==> src/verilog/axi_pkg.sv <==
`default_nettype none

package axi_pkg;

    localparam int AXI_DATA_W  = 32;
    localparam int AXI_ADDR_W  = 32;
    localparam int AXI_LEN_W   = 4;
    localparam int AXI_STRB_W  = AXI_DATA_W / 8;
    localparam int AXI_SIZE_W  = 3;
    localparam int AXI_BURST_W = 2;

    // Length field holds beats minus one
    localparam logic [AXI_LEN_W-1:0]   AXI_LEN_ONE    = 4'd0;
    localparam logic [AXI_LEN_W-1:0]   AXI_LEN_LINE   = 4'd3;
    localparam logic [AXI_SIZE_W-1:0]  AXI_SIZE_WORD  = 3'd2;
    localparam logic [AXI_BURST_W-1:0] AXI_BURST_INCR = 2'd1;

    // Master channel states
    localparam logic [2:0] ST_IDLE = 3'd0;
    localparam logic [2:0] ST_AR   = 3'd1;
    localparam logic [2:0] ST_R    = 3'd2;
    localparam logic [2:0] ST_AW   = 3'd3;
    localparam logic [2:0] ST_W    = 3'd4;
    localparam logic [2:0] ST_B    = 3'd5;

endpackage

`default_nettype wire

==> src/verilog/cache_pkg.sv <==
`default_nettype none

package cache_pkg;

    localparam int LINES          = 16;
    localparam int WORDS_PER_LINE = 4;
    localparam int INDEX_W        = 4;
    localparam int TAG_W          = 24;
    localparam int WTYPE_W        = 2;

    localparam logic [WTYPE_W-1:0] WTYPE_BYTE = 2'd0;
    localparam logic [WTYPE_W-1:0] WTYPE_HALF = 2'd1;
    localparam logic [WTYPE_W-1:0] WTYPE_WORD = 2'd2;

    // Cache controller states
    localparam logic [2:0] CS_IDLE  = 3'd0;
    localparam logic [2:0] CS_FILL  = 3'd1;
    localparam logic [2:0] CS_RDONE = 3'd2;
    localparam logic [2:0] CS_WRITE = 3'd3;
    localparam logic [2:0] CS_WDONE = 3'd4;

    // A stored tag is the uncached flag followed by the tag field
    typedef union packed {
        logic [31:0] raw;
        struct packed {
            logic                                uncached;
            logic [TAG_W-2:0]                    tag;
            logic [INDEX_W-1:0]                  index;
            logic [$clog2(WORDS_PER_LINE)-1:0]   word_off;
            logic [1:0]                          byte_off;
        } fld;
    } cpu_addr_u;

endpackage

`default_nettype wire

==> src/verilog/dcache.sv <==
`default_nettype none

module dcache import cache_pkg::*, axi_pkg::*; (
    input  logic                  clk,
    input  logic                  rst,
    // CPU side
    input  logic                  req_i,
    input  logic                  write_i,
    input  logic [WTYPE_W-1:0]    wtype_i,
    input  cpu_addr_u             addr_i,
    input  logic [AXI_DATA_W-1:0] wdata_i,
    output logic [AXI_DATA_W-1:0] rdata_o,
    output logic                  stall_o,
    // Master side
    output logic                  rd_req_o,
    output logic                  wr_req_o,
    output logic                  single_beat_o,
    output logic [AXI_ADDR_W-1:0] mem_addr_o,
    output logic [AXI_DATA_W-1:0] mem_wdata_o,
    output logic [AXI_STRB_W-1:0] wstrb_o,
    input  logic [AXI_DATA_W-1:0] mem_rdata_i,
    input  logic                  beat_valid_i,
    input  logic                  busy_i
);

    logic [2:0]            state_q;
    logic [2:0]            state_d;
    logic [LINES-1:0]      valid_q;
    logic [TAG_W-1:0]      tag_ram [LINES];
    logic [AXI_DATA_W-1:0] data_ram [LINES][WORDS_PER_LINE];
    logic [AXI_DATA_W-1:0] unc_rdata_q;
    logic [1:0]            beat_cnt_q;
    logic [INDEX_W-1:0]    idx;
    logic [1:0]            word;
    logic [TAG_W-1:0]      tag;
    logic                  uncached;
    logic                  hit;
    logic                  last_beat;
    logic [AXI_STRB_W-1:0] strb_base;

    assign idx       = addr_i.fld.index;
    assign word      = addr_i.fld.word_off;
    assign uncached  = addr_i.fld.uncached;
    assign tag       = {uncached, addr_i.fld.tag};
    assign hit       = valid_q[idx] & (tag_ram[idx] == tag) & ~uncached;
    assign last_beat = beat_valid_i & ~busy_i;

    always_comb begin
        case (wtype_i)
            WTYPE_BYTE: strb_base = 4'b0001;
            WTYPE_HALF: strb_base = 4'b0011;
            WTYPE_WORD: strb_base = 4'b1111;
            default:    strb_base = 4'b1111;
        endcase
    end

    // CPU data is low aligned, move it to its byte lanes
    assign wstrb_o     = strb_base << addr_i.fld.byte_off;
    assign mem_wdata_o = wdata_i << {addr_i.fld.byte_off, 3'b000};

    // Fills start at the line base
    assign mem_addr_o    = (write_i | uncached) ? {addr_i.raw[31:2], 2'b00}
                                                : {addr_i.raw[31:4], 4'b0000};
    assign single_beat_o = uncached;
    assign rd_req_o      = state_q == CS_FILL;
    assign wr_req_o      = state_q == CS_WRITE;
    assign rdata_o       = uncached ? unc_rdata_q : data_ram[idx][word];

    always_comb begin
        state_d = state_q;
        stall_o = 1'b1;
        case (state_q)
            CS_IDLE: begin
                stall_o = req_i & (write_i | ~hit);
                if (req_i && write_i)
                    state_d = CS_WRITE;
                else if (req_i && !hit)
                    state_d = CS_FILL;
            end
            CS_FILL:  if (last_beat) state_d = CS_RDONE;
            CS_WRITE: if (!busy_i) state_d = CS_WDONE;
            default: begin
                stall_o = 1'b0;
                state_d = CS_IDLE;
            end
        endcase
    end

    always_ff @(posedge clk or negedge rst) begin
        if (!rst) begin
            state_q    <= CS_IDLE;
            valid_q    <= '0;
            beat_cnt_q <= '0;
        end else begin
            state_q <= state_d;
            if (state_q == CS_FILL && beat_valid_i)
                beat_cnt_q <= beat_cnt_q + 2'd1;
            else if (state_q == CS_IDLE)
                beat_cnt_q <= '0;
            if (state_q == CS_FILL && last_beat && !uncached)
                valid_q[idx] <= 1'b1;
        end
    end

    always_ff @(posedge clk) begin
        if (state_q == CS_FILL && beat_valid_i) begin
            if (uncached)
                unc_rdata_q <= mem_rdata_i;
            else
                data_ram[idx][beat_cnt_q] <= mem_rdata_i;
        end
        if (state_q == CS_FILL && last_beat && !uncached)
            tag_ram[idx] <= tag;
        // Write hit updates the cached copy
        if (state_q == CS_IDLE && req_i && write_i && hit) begin
            for (int b = 0; b < AXI_STRB_W; b++) begin
                if (wstrb_o[b])
                    data_ram[idx][word][8*b +: 8] <= mem_wdata_o[8*b +: 8];
            end
        end
    end

endmodule

`default_nettype wire

==> config.mk <==
export PLATFORM = sky130hd
export DESIGN_NAME = dcache
export DESIGN_NICKNAME = d
export VERILOG_FILES = /design/src/verilog/axi_pkg.sv /design/src/verilog/cache_pkg.sv /design/src/verilog/dcache.sv
export SDC_FILE = /design/constraint.sdc
export NUM_CORES = 2
export LEC_CHECK = 0
export BUFFER_PORTS_ARGS = -buffer_cell sky130_fd_sc_hd__buf_2
export CORE_ASPECT_RATIO = 0.75
export CORE_MARGIN = 2
export CORE_UTILIZATION = 49
export DETAILED_ROUTE_END_ITERATION = 8
export GPL_TIMING_DRIVEN = 0
export SKIP_CTS_REPAIR_TIMING = 1
export SYNTH_ARGS = -nofsm -noshare
export SYNTH_HDL_FRONTEND = slang
export SYNTH_SLANG_ARGS = --single-unit
==> constraint.sdc <==
create_clock -name clk -period 11.9 [get_ports clk]
set_input_delay 1.785 -clock clk [delete_from_list [all_inputs] [get_ports clk]]
set_output_delay 1.785 -clock clk [all_outputs]
set_load 0.05 [all_outputs]
==> flow_summary.yaml <==
layout:
  final_cells: 7817
  design_area_sq_um: 112600
  area_delta_synth_final_pct: 13.01
  fillers: 15025
  drive_above_1_share: 0.3466
  final_nets: 5017
  finish.utilization: 0.5564
timing:
  finalHoldViolCount: 0
  min_period_over_period: 0.8327
  setup-tns-final_ns: 0
  worstMarginPinSlew_ns: 1.642
  post-route-min-period_ns: 9.909
  timing.fmax_mhz: 100.9
  finalSetupViolCount: 0
  fin_skew_ns: 0.04194
  slew_viol_final: 83
  maxSlewHeadroom: -0.09446
  grt_setup_unrepaired: "false"
clock_network:
  h-tree-depth: 4
  cts_buffer_depth: 3
  cts-root-buf: "clkbuf_16"
  cts.sinks: 2485
  path_clk_slew_ns: 0.06
  clkLatencyLatePin_ns: 0.88
  cts_buffers: 229
  cts_tree: "done"
yosys:
  synth_top_area_share: 0.7427
  synthCells: 4439
  synth_common_cells: "edfxtp_1 (2464), mux4_2 (735), a21oi_1 (231)"
  avgSynthCellArea_sq_um: 22.44
  netlist_top_cells_area: "edfxtp_1 (74%), mux4_2 (17%), mux2_2 (1.7%)"
  synth_top_cell_by_area: "edfxtp_1"
  ys_seq_area_frac: 0.7479
  synth.most_common_cell: "edfxtp_1"
  yosys_warnings: 0
  synth-edff-count: 2464
  ys_async_sr_fraction: 0.008451
  synthDistinctLibCells: 68
  synthFlopType: "edfxtp_1"
  synth_seq_cells: 2485
  syn-cell-area_sq_um: 99630
die:
  dieArea_sq_um: 207000
  die_width_microns: 524.7
  ios: 208
  rows: 143
  coreArea_sq_um: 202400
  die_h_microns: 394.5
  start_util: 0.4923
hold_path:
  hold_path_class: "register to register"
critical_path:
  crit_path_start_kind: "primary input"
  critPathKind: "primary input to primary output"
  rrSetupSlack_ns: 5.51
  arrival_ns: 8.12
  path_max_fanout: 10
  endpoint_kind: "primary output"
  cp.required_ns: 10.12
placement:
  hpwl_mm: 219.7
  dp_cells: 7356
  dpl_cell_area_sq_um: 104800
  port_buffers: 201
  gp_congestion: 0.9423
global_route:
  grt_max_degree: 24
  antenna_found_initial: 18
  grt_usage: 0.3038
  grt.overflow.total: 0
  grt_pass1_vias: 49176
  grt_pass1_wl_mm: 423.3
flow_run:
  cap_violations: 10
routing:
  drt_iter0_markers: 8321
  dr.pass1.iters: 8
  wire_per_inst_microns: 40.41
  postRouteAntennaNets: 0
  drt-total-wl_mm: 315.9
  vias: 52418
  viasPerCell: 6.706
  drcViolationCount: 0
power:
  power_density_nw_per_um2: 166.9
  ir_worst_vdd_mv: 0.1761
  power_leakage_nw: 35.41
  finalPower_mw: 18.79
outcome:
  violations: "max-capacitance violations, max-slew violations"
  status: "finished with violations"
-- state kept, by name, indices dropped and copies added, names as in the netlist --
name         cells
data_ram      2048
tag_ram        384
unc_rdata_q     32
valid_q         16
state_q          3
beat_cnt_q       2
-- stage by stage --
step	setup slack (ns)	hold WS, ns
floorplan	4.872	0.4276
global placement	-0.3354	0.4437
detailed placement	2.128	0.4453
CTS	2.111	0.4636
global route	2.021	0.4860
finish	1.991	0.4640
-- area by class of cell --
cell class	instances	area, sq um	area share
timing repair buffer	238	1650	0.01466
tap	2682	3356	0.02981
clock inverter	150	1615	0.01435
inverter	21	78.83	0.0007001
multi-input combinational	1622	23600	0.2096
antenna	28	70.07	0.0006223
clock buffer	279	6021	0.05348
buffer	312	1680	0.01492
sequential	2485	74520	0.6618
-- layout by cell type, fill, tap and decap left out, drive strengths merged, types with 5 or more instances in the layout --
cell and count:
clkbuf 434, dfrtp 21, nor2 59, a22o 11, inv 27, a22oi 13
nand2 49, clkinv 106, a21oi 277, a221oi 7, o32ai 5, nand4 19
and2 13, a211oi 12, nand3 10, o21ai 24, diode 28, edfxtp 2464
buf 395, xor2 10, nor2b 19, xnor2 14, mux2 176, mux4 737
o22ai 7, or2 16, bufinv 29, clkinvlp 9, mux2i 80, nor3 6
-- cell families after synthesis --
logic type,after synthesis,share of synthesized area
compound gates,389,0.02445
fa+ha+maj,4,0.0005024
flops,2485,0.7479
buf+inv,333,0.01717
other cells,1,0.00003764
mux,993,0.1956
simple gates,210,0.01216
xor+xnor,24,0.002110
-- power breakdown --
| group | switching (mW) | total, mW | internal [mW] |
|---|---|---|---|
| Clock | 3.34 | 7.58 | 4.23 |
| Sequential | 0.0223 | 9.71 | 9.69 |
| Combinational | 1.04 | 1.50 | 0.463 |
| Total | 4.40 | 18.8 | 14.4 |
-- worst paths after layout --
| kind | start | endpoint | cells past startpoint |
|---|---|---|---|
| min in group asynchronous | rst | valid_q[2] | 1 |
| hold reg to reg | valid_q[0] | valid_q[0] | 1 |
| setup / recovery | addr_i[5] | rdata_o[30] | 13 |
| setup reg to reg | tag_ram[15][8] | data_ram[14][26] | 10 |
| max in group asynchronous | rst | valid_q[15] | 1 |
| hold / removal | valid_q[0] | valid_q[0] | 1 |
-- per-layer routing --
metal	GRT usage	up-vias	routed length, microns
met5	0.004598	-	73
li1	-	19875	-
met1	0.4493	28381	128200
met2	0.4189	3541	133900
met4	0.1207	10	14240
met3	0.09799	611	39540
-- critical path: stages --
cell      delay, ns
buf_6          0.12
buf_8          0.18
buf_6          0.22
buf_6          0.24
buf_6          0.23
clkbuf_1       1.09
clkbuf_1       0.92
clkbuf_1       1.12
mux4_2         0.43
mux4_2         0.56
mux4_2         0.62
mux2_2         0.30
buf_2          0.21
No activity file was read; power rests on OpenSTA's default activity.
