`config.mk`:
```
export PLATFORM = sky130hd
export DESIGN_NAME = axi_master
export DESIGN_NICKNAME = d
export VERILOG_FILES = /design/src/verilog/axi_pkg.sv /design/src/verilog/axi_master.sv
export SDC_FILE = /design/constraint.sdc
export NUM_CORES = 1
export LEC_CHECK = 0
export BUFFER_PORTS_ARGS = -buffer_cell sky130_fd_sc_hd__buf_4
export CAP_MARGIN = 20
export CELL_PAD_IN_SITES_DETAIL_PLACEMENT = 2
export CELL_PAD_IN_SITES_GLOBAL_PLACEMENT = 2
export CORE_MARGIN = 10
export CORE_UTILIZATION = 10
export CTS_CLUSTER_DIAMETER = 150
export DETAILED_ROUTE_END_ITERATION = 7
export HOLD_SLACK_MARGIN = 0.06
export PLACE_DENSITY_LB_ADDON = 0.1
export SLEW_MARGIN = 15
export SYNTH_ARGS = -nofsm -noshare
export SYNTH_HDL_FRONTEND = slang
export SYNTH_SLANG_ARGS = --single-unit
```
`constraint.sdc`:
```
create_clock -name clk -period 1.25 [get_ports clk]
set_clock_uncertainty 0.1 [all_clocks]
set_input_delay 0.0625 -clock clk [delete_from_list [all_inputs] [get_ports clk]]
set_output_delay 0.0625 -clock clk [all_outputs]
set_load 0.05 [all_outputs]
```
`src/verilog/axi_pkg.sv`:
```
`default_nettype none

package axi_pkg;

    localparam int AXI_DATA_W  = 32;
    localparam int AXI_ADDR_W  = 32;
    localparam int AXI_LEN_W   = 4;
    localparam int AXI_STRB_W  = AXI_DATA_W / 8;
    localparam int AXI_SIZE_W  = 3;
    localparam int AXI_BURST_W = 2;

    // Length field holds beats minus one
    localparam logic [AXI_LEN_W-1:0]   AXI_LEN_ONE    = 4'd0;
    localparam logic [AXI_LEN_W-1:0]   AXI_LEN_LINE   = 4'd3;
    localparam logic [AXI_SIZE_W-1:0]  AXI_SIZE_WORD  = 3'd2;
    localparam logic [AXI_BURST_W-1:0] AXI_BURST_INCR = 2'd1;

    // Master channel states
    localparam logic [2:0] ST_IDLE = 3'd0;
    localparam logic [2:0] ST_AR   = 3'd1;
    localparam logic [2:0] ST_R    = 3'd2;
    localparam logic [2:0] ST_AW   = 3'd3;
    localparam logic [2:0] ST_W    = 3'd4;
    localparam logic [2:0] ST_B    = 3'd5;

endpackage

`default_nettype wire

```
`src/verilog/axi_master.sv`:
```
`default_nettype none

module axi_master import axi_pkg::*; (
    input  logic                   clk,
    input  logic                   rst,
    // Cache side
    input  logic                   rd_req_i,
    input  logic                   wr_req_i,
    input  logic                   single_beat_i,
    input  logic [AXI_ADDR_W-1:0]  addr_i,
    input  logic [AXI_DATA_W-1:0]  wdata_i,
    input  logic [AXI_STRB_W-1:0]  wstrb_i,
    output logic [AXI_DATA_W-1:0]  rdata_o,
    output logic                   beat_valid_o,
    output logic                   busy_o,
    // Read channels
    output logic                   arvalid_o,
    output logic [AXI_ADDR_W-1:0]  araddr_o,
    output logic [AXI_LEN_W-1:0]   arlen_o,
    output logic [AXI_SIZE_W-1:0]  arsize_o,
    output logic [AXI_BURST_W-1:0] arburst_o,
    input  logic                   arready_i,
    input  logic                   rvalid_i,
    input  logic [AXI_DATA_W-1:0]  rdata_i,
    input  logic                   rlast_i,
    output logic                   rready_o,
    // Write channels
    output logic                   awvalid_o,
    output logic [AXI_ADDR_W-1:0]  awaddr_o,
    output logic [AXI_LEN_W-1:0]   awlen_o,
    output logic [AXI_SIZE_W-1:0]  awsize_o,
    output logic [AXI_BURST_W-1:0] awburst_o,
    input  logic                   awready_i,
    output logic                   wvalid_o,
    output logic [AXI_DATA_W-1:0]  wdata_o,
    output logic [AXI_STRB_W-1:0]  wstrb_o,
    output logic                   wlast_o,
    input  logic                   wready_i,
    input  logic                   bvalid_i,
    output logic                   bready_o
);

    logic [2:0] state_q;
    logic [2:0] state_d;
    logic       ar_hs;
    logic       aw_hs;
    logic       w_hs;
    logic       b_hs;
    logic       r_last;

    assign ar_hs  = arvalid_o & arready_i;
    assign aw_hs  = awvalid_o & awready_i;
    assign w_hs   = wvalid_o & wready_i;
    assign b_hs   = bvalid_i & bready_o;
    assign r_last = rvalid_i & rready_o & rlast_i;

    always_ff @(posedge clk or negedge rst) begin
        if (!rst)
            state_q <= ST_IDLE;
        else
            state_q <= state_d;
    end

    // Reads win when both requests are up
    always_comb begin
        state_d = state_q;
        case (state_q)
            ST_IDLE: begin
                if (rd_req_i)
                    state_d = ST_AR;
                else if (wr_req_i)
                    state_d = ST_AW;
            end
            ST_AR:   if (ar_hs) state_d = ST_R;
            ST_R:    if (r_last) state_d = ST_IDLE;
            ST_AW:   if (aw_hs) state_d = ST_W;
            ST_W:    if (w_hs) state_d = ST_B;
            ST_B:    if (b_hs) state_d = ST_IDLE;
            default: state_d = ST_IDLE;
        endcase
    end

    // Busy drops in the completing cycle
    always_comb begin
        case (state_q)
            ST_IDLE: busy_o = rd_req_i | wr_req_i;
            ST_R:    busy_o = ~r_last;
            ST_B:    busy_o = ~b_hs;
            default: busy_o = 1'b1;
        endcase
    end

    assign arvalid_o = state_q == ST_AR;
    assign araddr_o  = addr_i;
    assign arlen_o   = single_beat_i ? AXI_LEN_ONE : AXI_LEN_LINE;
    assign arsize_o  = AXI_SIZE_WORD;
    assign arburst_o = AXI_BURST_INCR;
    assign rready_o  = state_q == ST_R;

    assign awvalid_o = state_q == ST_AW;
    assign awaddr_o  = addr_i;
    assign awlen_o   = AXI_LEN_ONE;
    assign awsize_o  = AXI_SIZE_WORD;
    assign awburst_o = AXI_BURST_INCR;
    assign wvalid_o  = state_q == ST_W;
    assign wdata_o   = wdata_i;
    assign wstrb_o   = wstrb_i;
    assign wlast_o   = 1'b1;
    assign bready_o  = state_q == ST_B;

    assign rdata_o      = rdata_i;
    assign beat_valid_o = rvalid_i & rready_o;

endmodule

`default_nettype wire

```
==> flow_summary.ini, run 1 <==
[synthesis]
yosys_register_bits = 3
synth_edf_count = 0
synth_cell_types = 25
synth_area_sq_mm = 0.00140
synthCells = 185
yosys_warnings = 0
synthFlopType = dfrtp_1
seq_area_frac_synth_pct = 5.37
synth_area_per_cell_sq_um = 7.56
async_reset_ff_share_pct = 100

[cts]
cts_max_level = 1
clockBufferDepth = 2
hold_buffers = 101
cts.repair.resized = 10
post_cts_buffers = 0
cts_root_buf = clkbuf_16
cts_buffers = 3
cts_sinks = 3

[floorplanning]
fp.dieW_um = 138
placementRows = 43
start_util_pct = 10.2
io_pins = 269
fp.dieH_um = 138

[placement]
gp_congestion = 0.627
hpwlAfterDp_mm = 2.59
io_buffers = 19

[outcome]
stop_stage = clock tree synthesis
firstError = [ERROR RSZ-0060] Max buffer count reached.
status = stopped before the end
[synthesized netlist by cell type (2+ instances only)]
master	instances	area share [%]
a211oi_1	2	1.1
buf_4	150	81
conb_1	2	0.54
dfrtp_1	3	5.4
nand2_1	4	1.1
nor2_1	2	0.54
nor3b_1	3	1.6
o21ai_0	2	0.72
[per-stage QoR]
step	TNS, ns	setup WS (ns)	utilization (%)	instances	area [sq um]
3_5_place_dp	-0.822	-0.284	5.48	251	754
3_3_place_gp	-0.763	-0.258	5.48	251	754
2_1_floorplan	-1.18	-0.382	-	200	1500
[logic make-up after synthesis]
family	share of synthesized area (%)
buf+inv	82.3
simple gates	7.42
compound gates	4.38
flops	5.37
other cells	0.537
==> run 2: changes to the inputs <==
CELL_PAD_IN_SITES_DETAIL_PLACEMENT = not set   (was 2)
CELL_PAD_IN_SITES_GLOBAL_PLACEMENT = not set   (was 2)
CORE_AREA = 10 10 97 99   (was not set)
CORE_MARGIN = not set   (was 10)
CORE_UTILIZATION = not set   (was 10)
CTS_CLUSTER_DIAMETER = not set   (was 150)
DIE_AREA = 0 0 107 109   (was not set)
HOLD_SLACK_MARGIN = not set   (was 0.06)
PLACE_DENSITY_LB_ADDON = 0.15   (was 0.1)
clock period = 1.6 ns   (was 1.25 ns; I/O delays follow)
==> flow_summary.ini, run 2 <==
[synthesis]
yosysMostFrequentCell = buf_4
synth_area_per_cell_sq_um = 7.56
yosys_warnings = 0
seq_area_frac_synth_pct = 5.37
async_reset_ff_share_pct = 100
yosys_register_bits = 3
synth_area_sq_mm = 0.00140
synthFlopType = dfrtp_1
synth.area.top_cells = buf_4 (81%), dfrtp_1 (5.4%), nor3b_1 (1.6%), a211oi_1 (1.1%), nand2_1 (1.1%)
synthCells = 185
synth_edf_count = 0
synth_top_area_share_pct = 80.5
yosysTopAreaCell = buf_4
synthTopCellsByCount = buf_4 (150), nand2_1 (4), dfrtp_1 (3), nor3b_1 (3)
synth_cell_types = 25

[global_routing]
grtUsageMet1_pct = 3.14
grtUsageMet3_pct = 5.90
antenna_found_initial = 0
groute.usage.overall_pct = 4.93
grt_pass1_wl_mm = 4.26
grt_pass1_vias = 629
grt_overflow = 0
gr-max-usage-layer = met2
met2_usage_pct = 6.45
grt_max_degree = 14

[detailed_routing]
avgViaCountPerCell = 3.02
antenna_left = 0
wl_per_cell_um = 17.3
drt_iter0_markers = 9
drt_pass1_iterations = 3
drt_wl_total_mm = 3.04
drc_errors = 0
via_count = 532

[final_layout]
finalNonFillerCells = 176
area_growth_pct = -51.2
nFillCells = 913
largest_reg_flops = 3
regMostFlops = state_q
reg_top3 = state_q x3
final_core_util_pct = 9.08
fin_nets = 186
drive_gt1_share_pct = 44.6
antennaDiodeCount = 0
layout_commonest_cell = buf_4
most-common-layout-cells = buf_4 (22), conb_1 (17), nand2_1 (4), clkbuf_8 (3)

[cts]
clockBufferDepth = 2
cts_max_level = 1
cts_buffers = 3
post_cts_buffers = 0
cts_tree = yes
cts_root_buf = clkbuf_8
clock_latency_ns = 0.21
clkTransAtPathRegs_ns = 0.03
cts_sinks = 3

[timing]
rsz0062_at_grt = true
setup_ws_ns = -0.0650
post-route-period-util_pct = 104
hold_violations = 0
finalSetupViolations = 1
finalCriticalPeriod_ns = 1.66
max_freq_ghz = 0.601
worst_hold_slack_ns = 0.00430
finalMaxSlewViolations = 0

[floorplanning]
dieArea_sq_mm = 0.0117
io_pins = 269
fp.dieH_um = 109
core_area_sq_mm = 0.00753
start_util_pct = 18.6
placementRows = 32
fp.dieW_um = 107

[placement]
hpwlAfterDp_mm = 2.70
io_buffers = 19
dp_cells = 171
gp_congestion = 0.666

[min_path]
min_path_cells = 2
hold_class = input port to register

[setup_path]
timing.critical_path.from_type = register
critical_path_required_ns = 1.42
worst-r2r-cell-count = 3
worstPathArrival_ns = 1.48
worstSetupPathType = register to output port
crit_fanout = 2
end_kind = output port

[pwr]
clockPowerShare_pct = 17.6
pwr-share-seq_pct = 13.3
powerDensity_mw_per_mm2 = 1820
total_leakage_power_uw = 0.000301
swShare_pct = 54.0
vdd_drop_max_mv = 0.248
p_int_uw = 572
switchingPower_uw = 671
comb_power_share_pct = 69.1

[outcome]
violations = negative setup slack
status = finished with violations

[run]
cap_violations = 0
==> run 2: cell counts after synthesis <==
No cell type changed its count.
==> run 2: power by group through the flow <==
stage               Sequential (uW)  Clock (uW)  Combinational, uW
floorplan                       137           0               1600
global placement                159           0                858
detailed placement              158           0                861
CTS                             157         224                864
global route                    173         238                925
finish                          165         219                859
==> run 2: layout make-up <==
class | instances | area (sq um) | area share (%)
inverters | 1 | 3.75 | 0.549
repair buffers | 23 | 175 | 25.6
clock buffers | 4 | 45.0 | 6.59
multi-input cells | 43 | 255 | 37.4
flip-flops and latches | 3 | 76.3 | 11.2
well taps | 102 | 128 | 18.7
==> run 2: kinds of logic (layout without fill, tap and decap cells) <==
family	after synthesis	count (layout)	synth area share, %
flip-flops	3	3	5.37
buffers and inverters	154	28	82.3
other	2	17	0.537
AO/OA/AOI/OAI	9	9	4.38
AND/OR/NAND/NOR	17	17	7.42
==> run 2: stage by stage <==
stage	setup WS, ns	total power, uW	setup TNS (ns)	cell area, sq um
after floorplan	-0.168	1740	-0.172	1480
after global placement	0.120	1020	0	619
after detailed placement	0.109	1020	0	619
after CTS	-0.0933	1240	-0.0933	674
after global routing	-0.119	1340	-0.119	683
final	-0.0650	1240	-0.0650	683
==> run 2: what timing repair did <==
item                       4_1_cts  5_1_grt
setup endpoints to repair        1        1
resized for setup                0        2
hold buffers                     1        0
pin swaps                        2        1
hold endpoints to repair         3        0
==> run 2: worst max-delay path, cell delays in order, from the launching register on <==
cell and delay (ns):
dfrtp_1 0.37, or4_4 0.51, a21oi_4 0.13, a31oi_1 0.06
buf_4 0.20
==> run 2: final timing paths <==
path	slack, ns	start	end
worst max-delay path	-0.06	state_q[2]	busy_o
worst min-delay path	0.004	awready_i	state_q[2]
worst max register to register	0.26	state_q[2]	state_q[0]
worst min register to register	0.54	state_q[1]	state_q[0]
max in group asynchronous	1.19	rst	state_q[1]
min in group asynchronous	0.10	rst	state_q[2]
==> run 2: per-layer routing <==
metal,vias up,routed length [um]
met5,-,0
met4,0,270
met3,43,770
met2,103,1260
met1,202,741
li1,184,-
No activity file was read; power rests on OpenSTA's default activity.
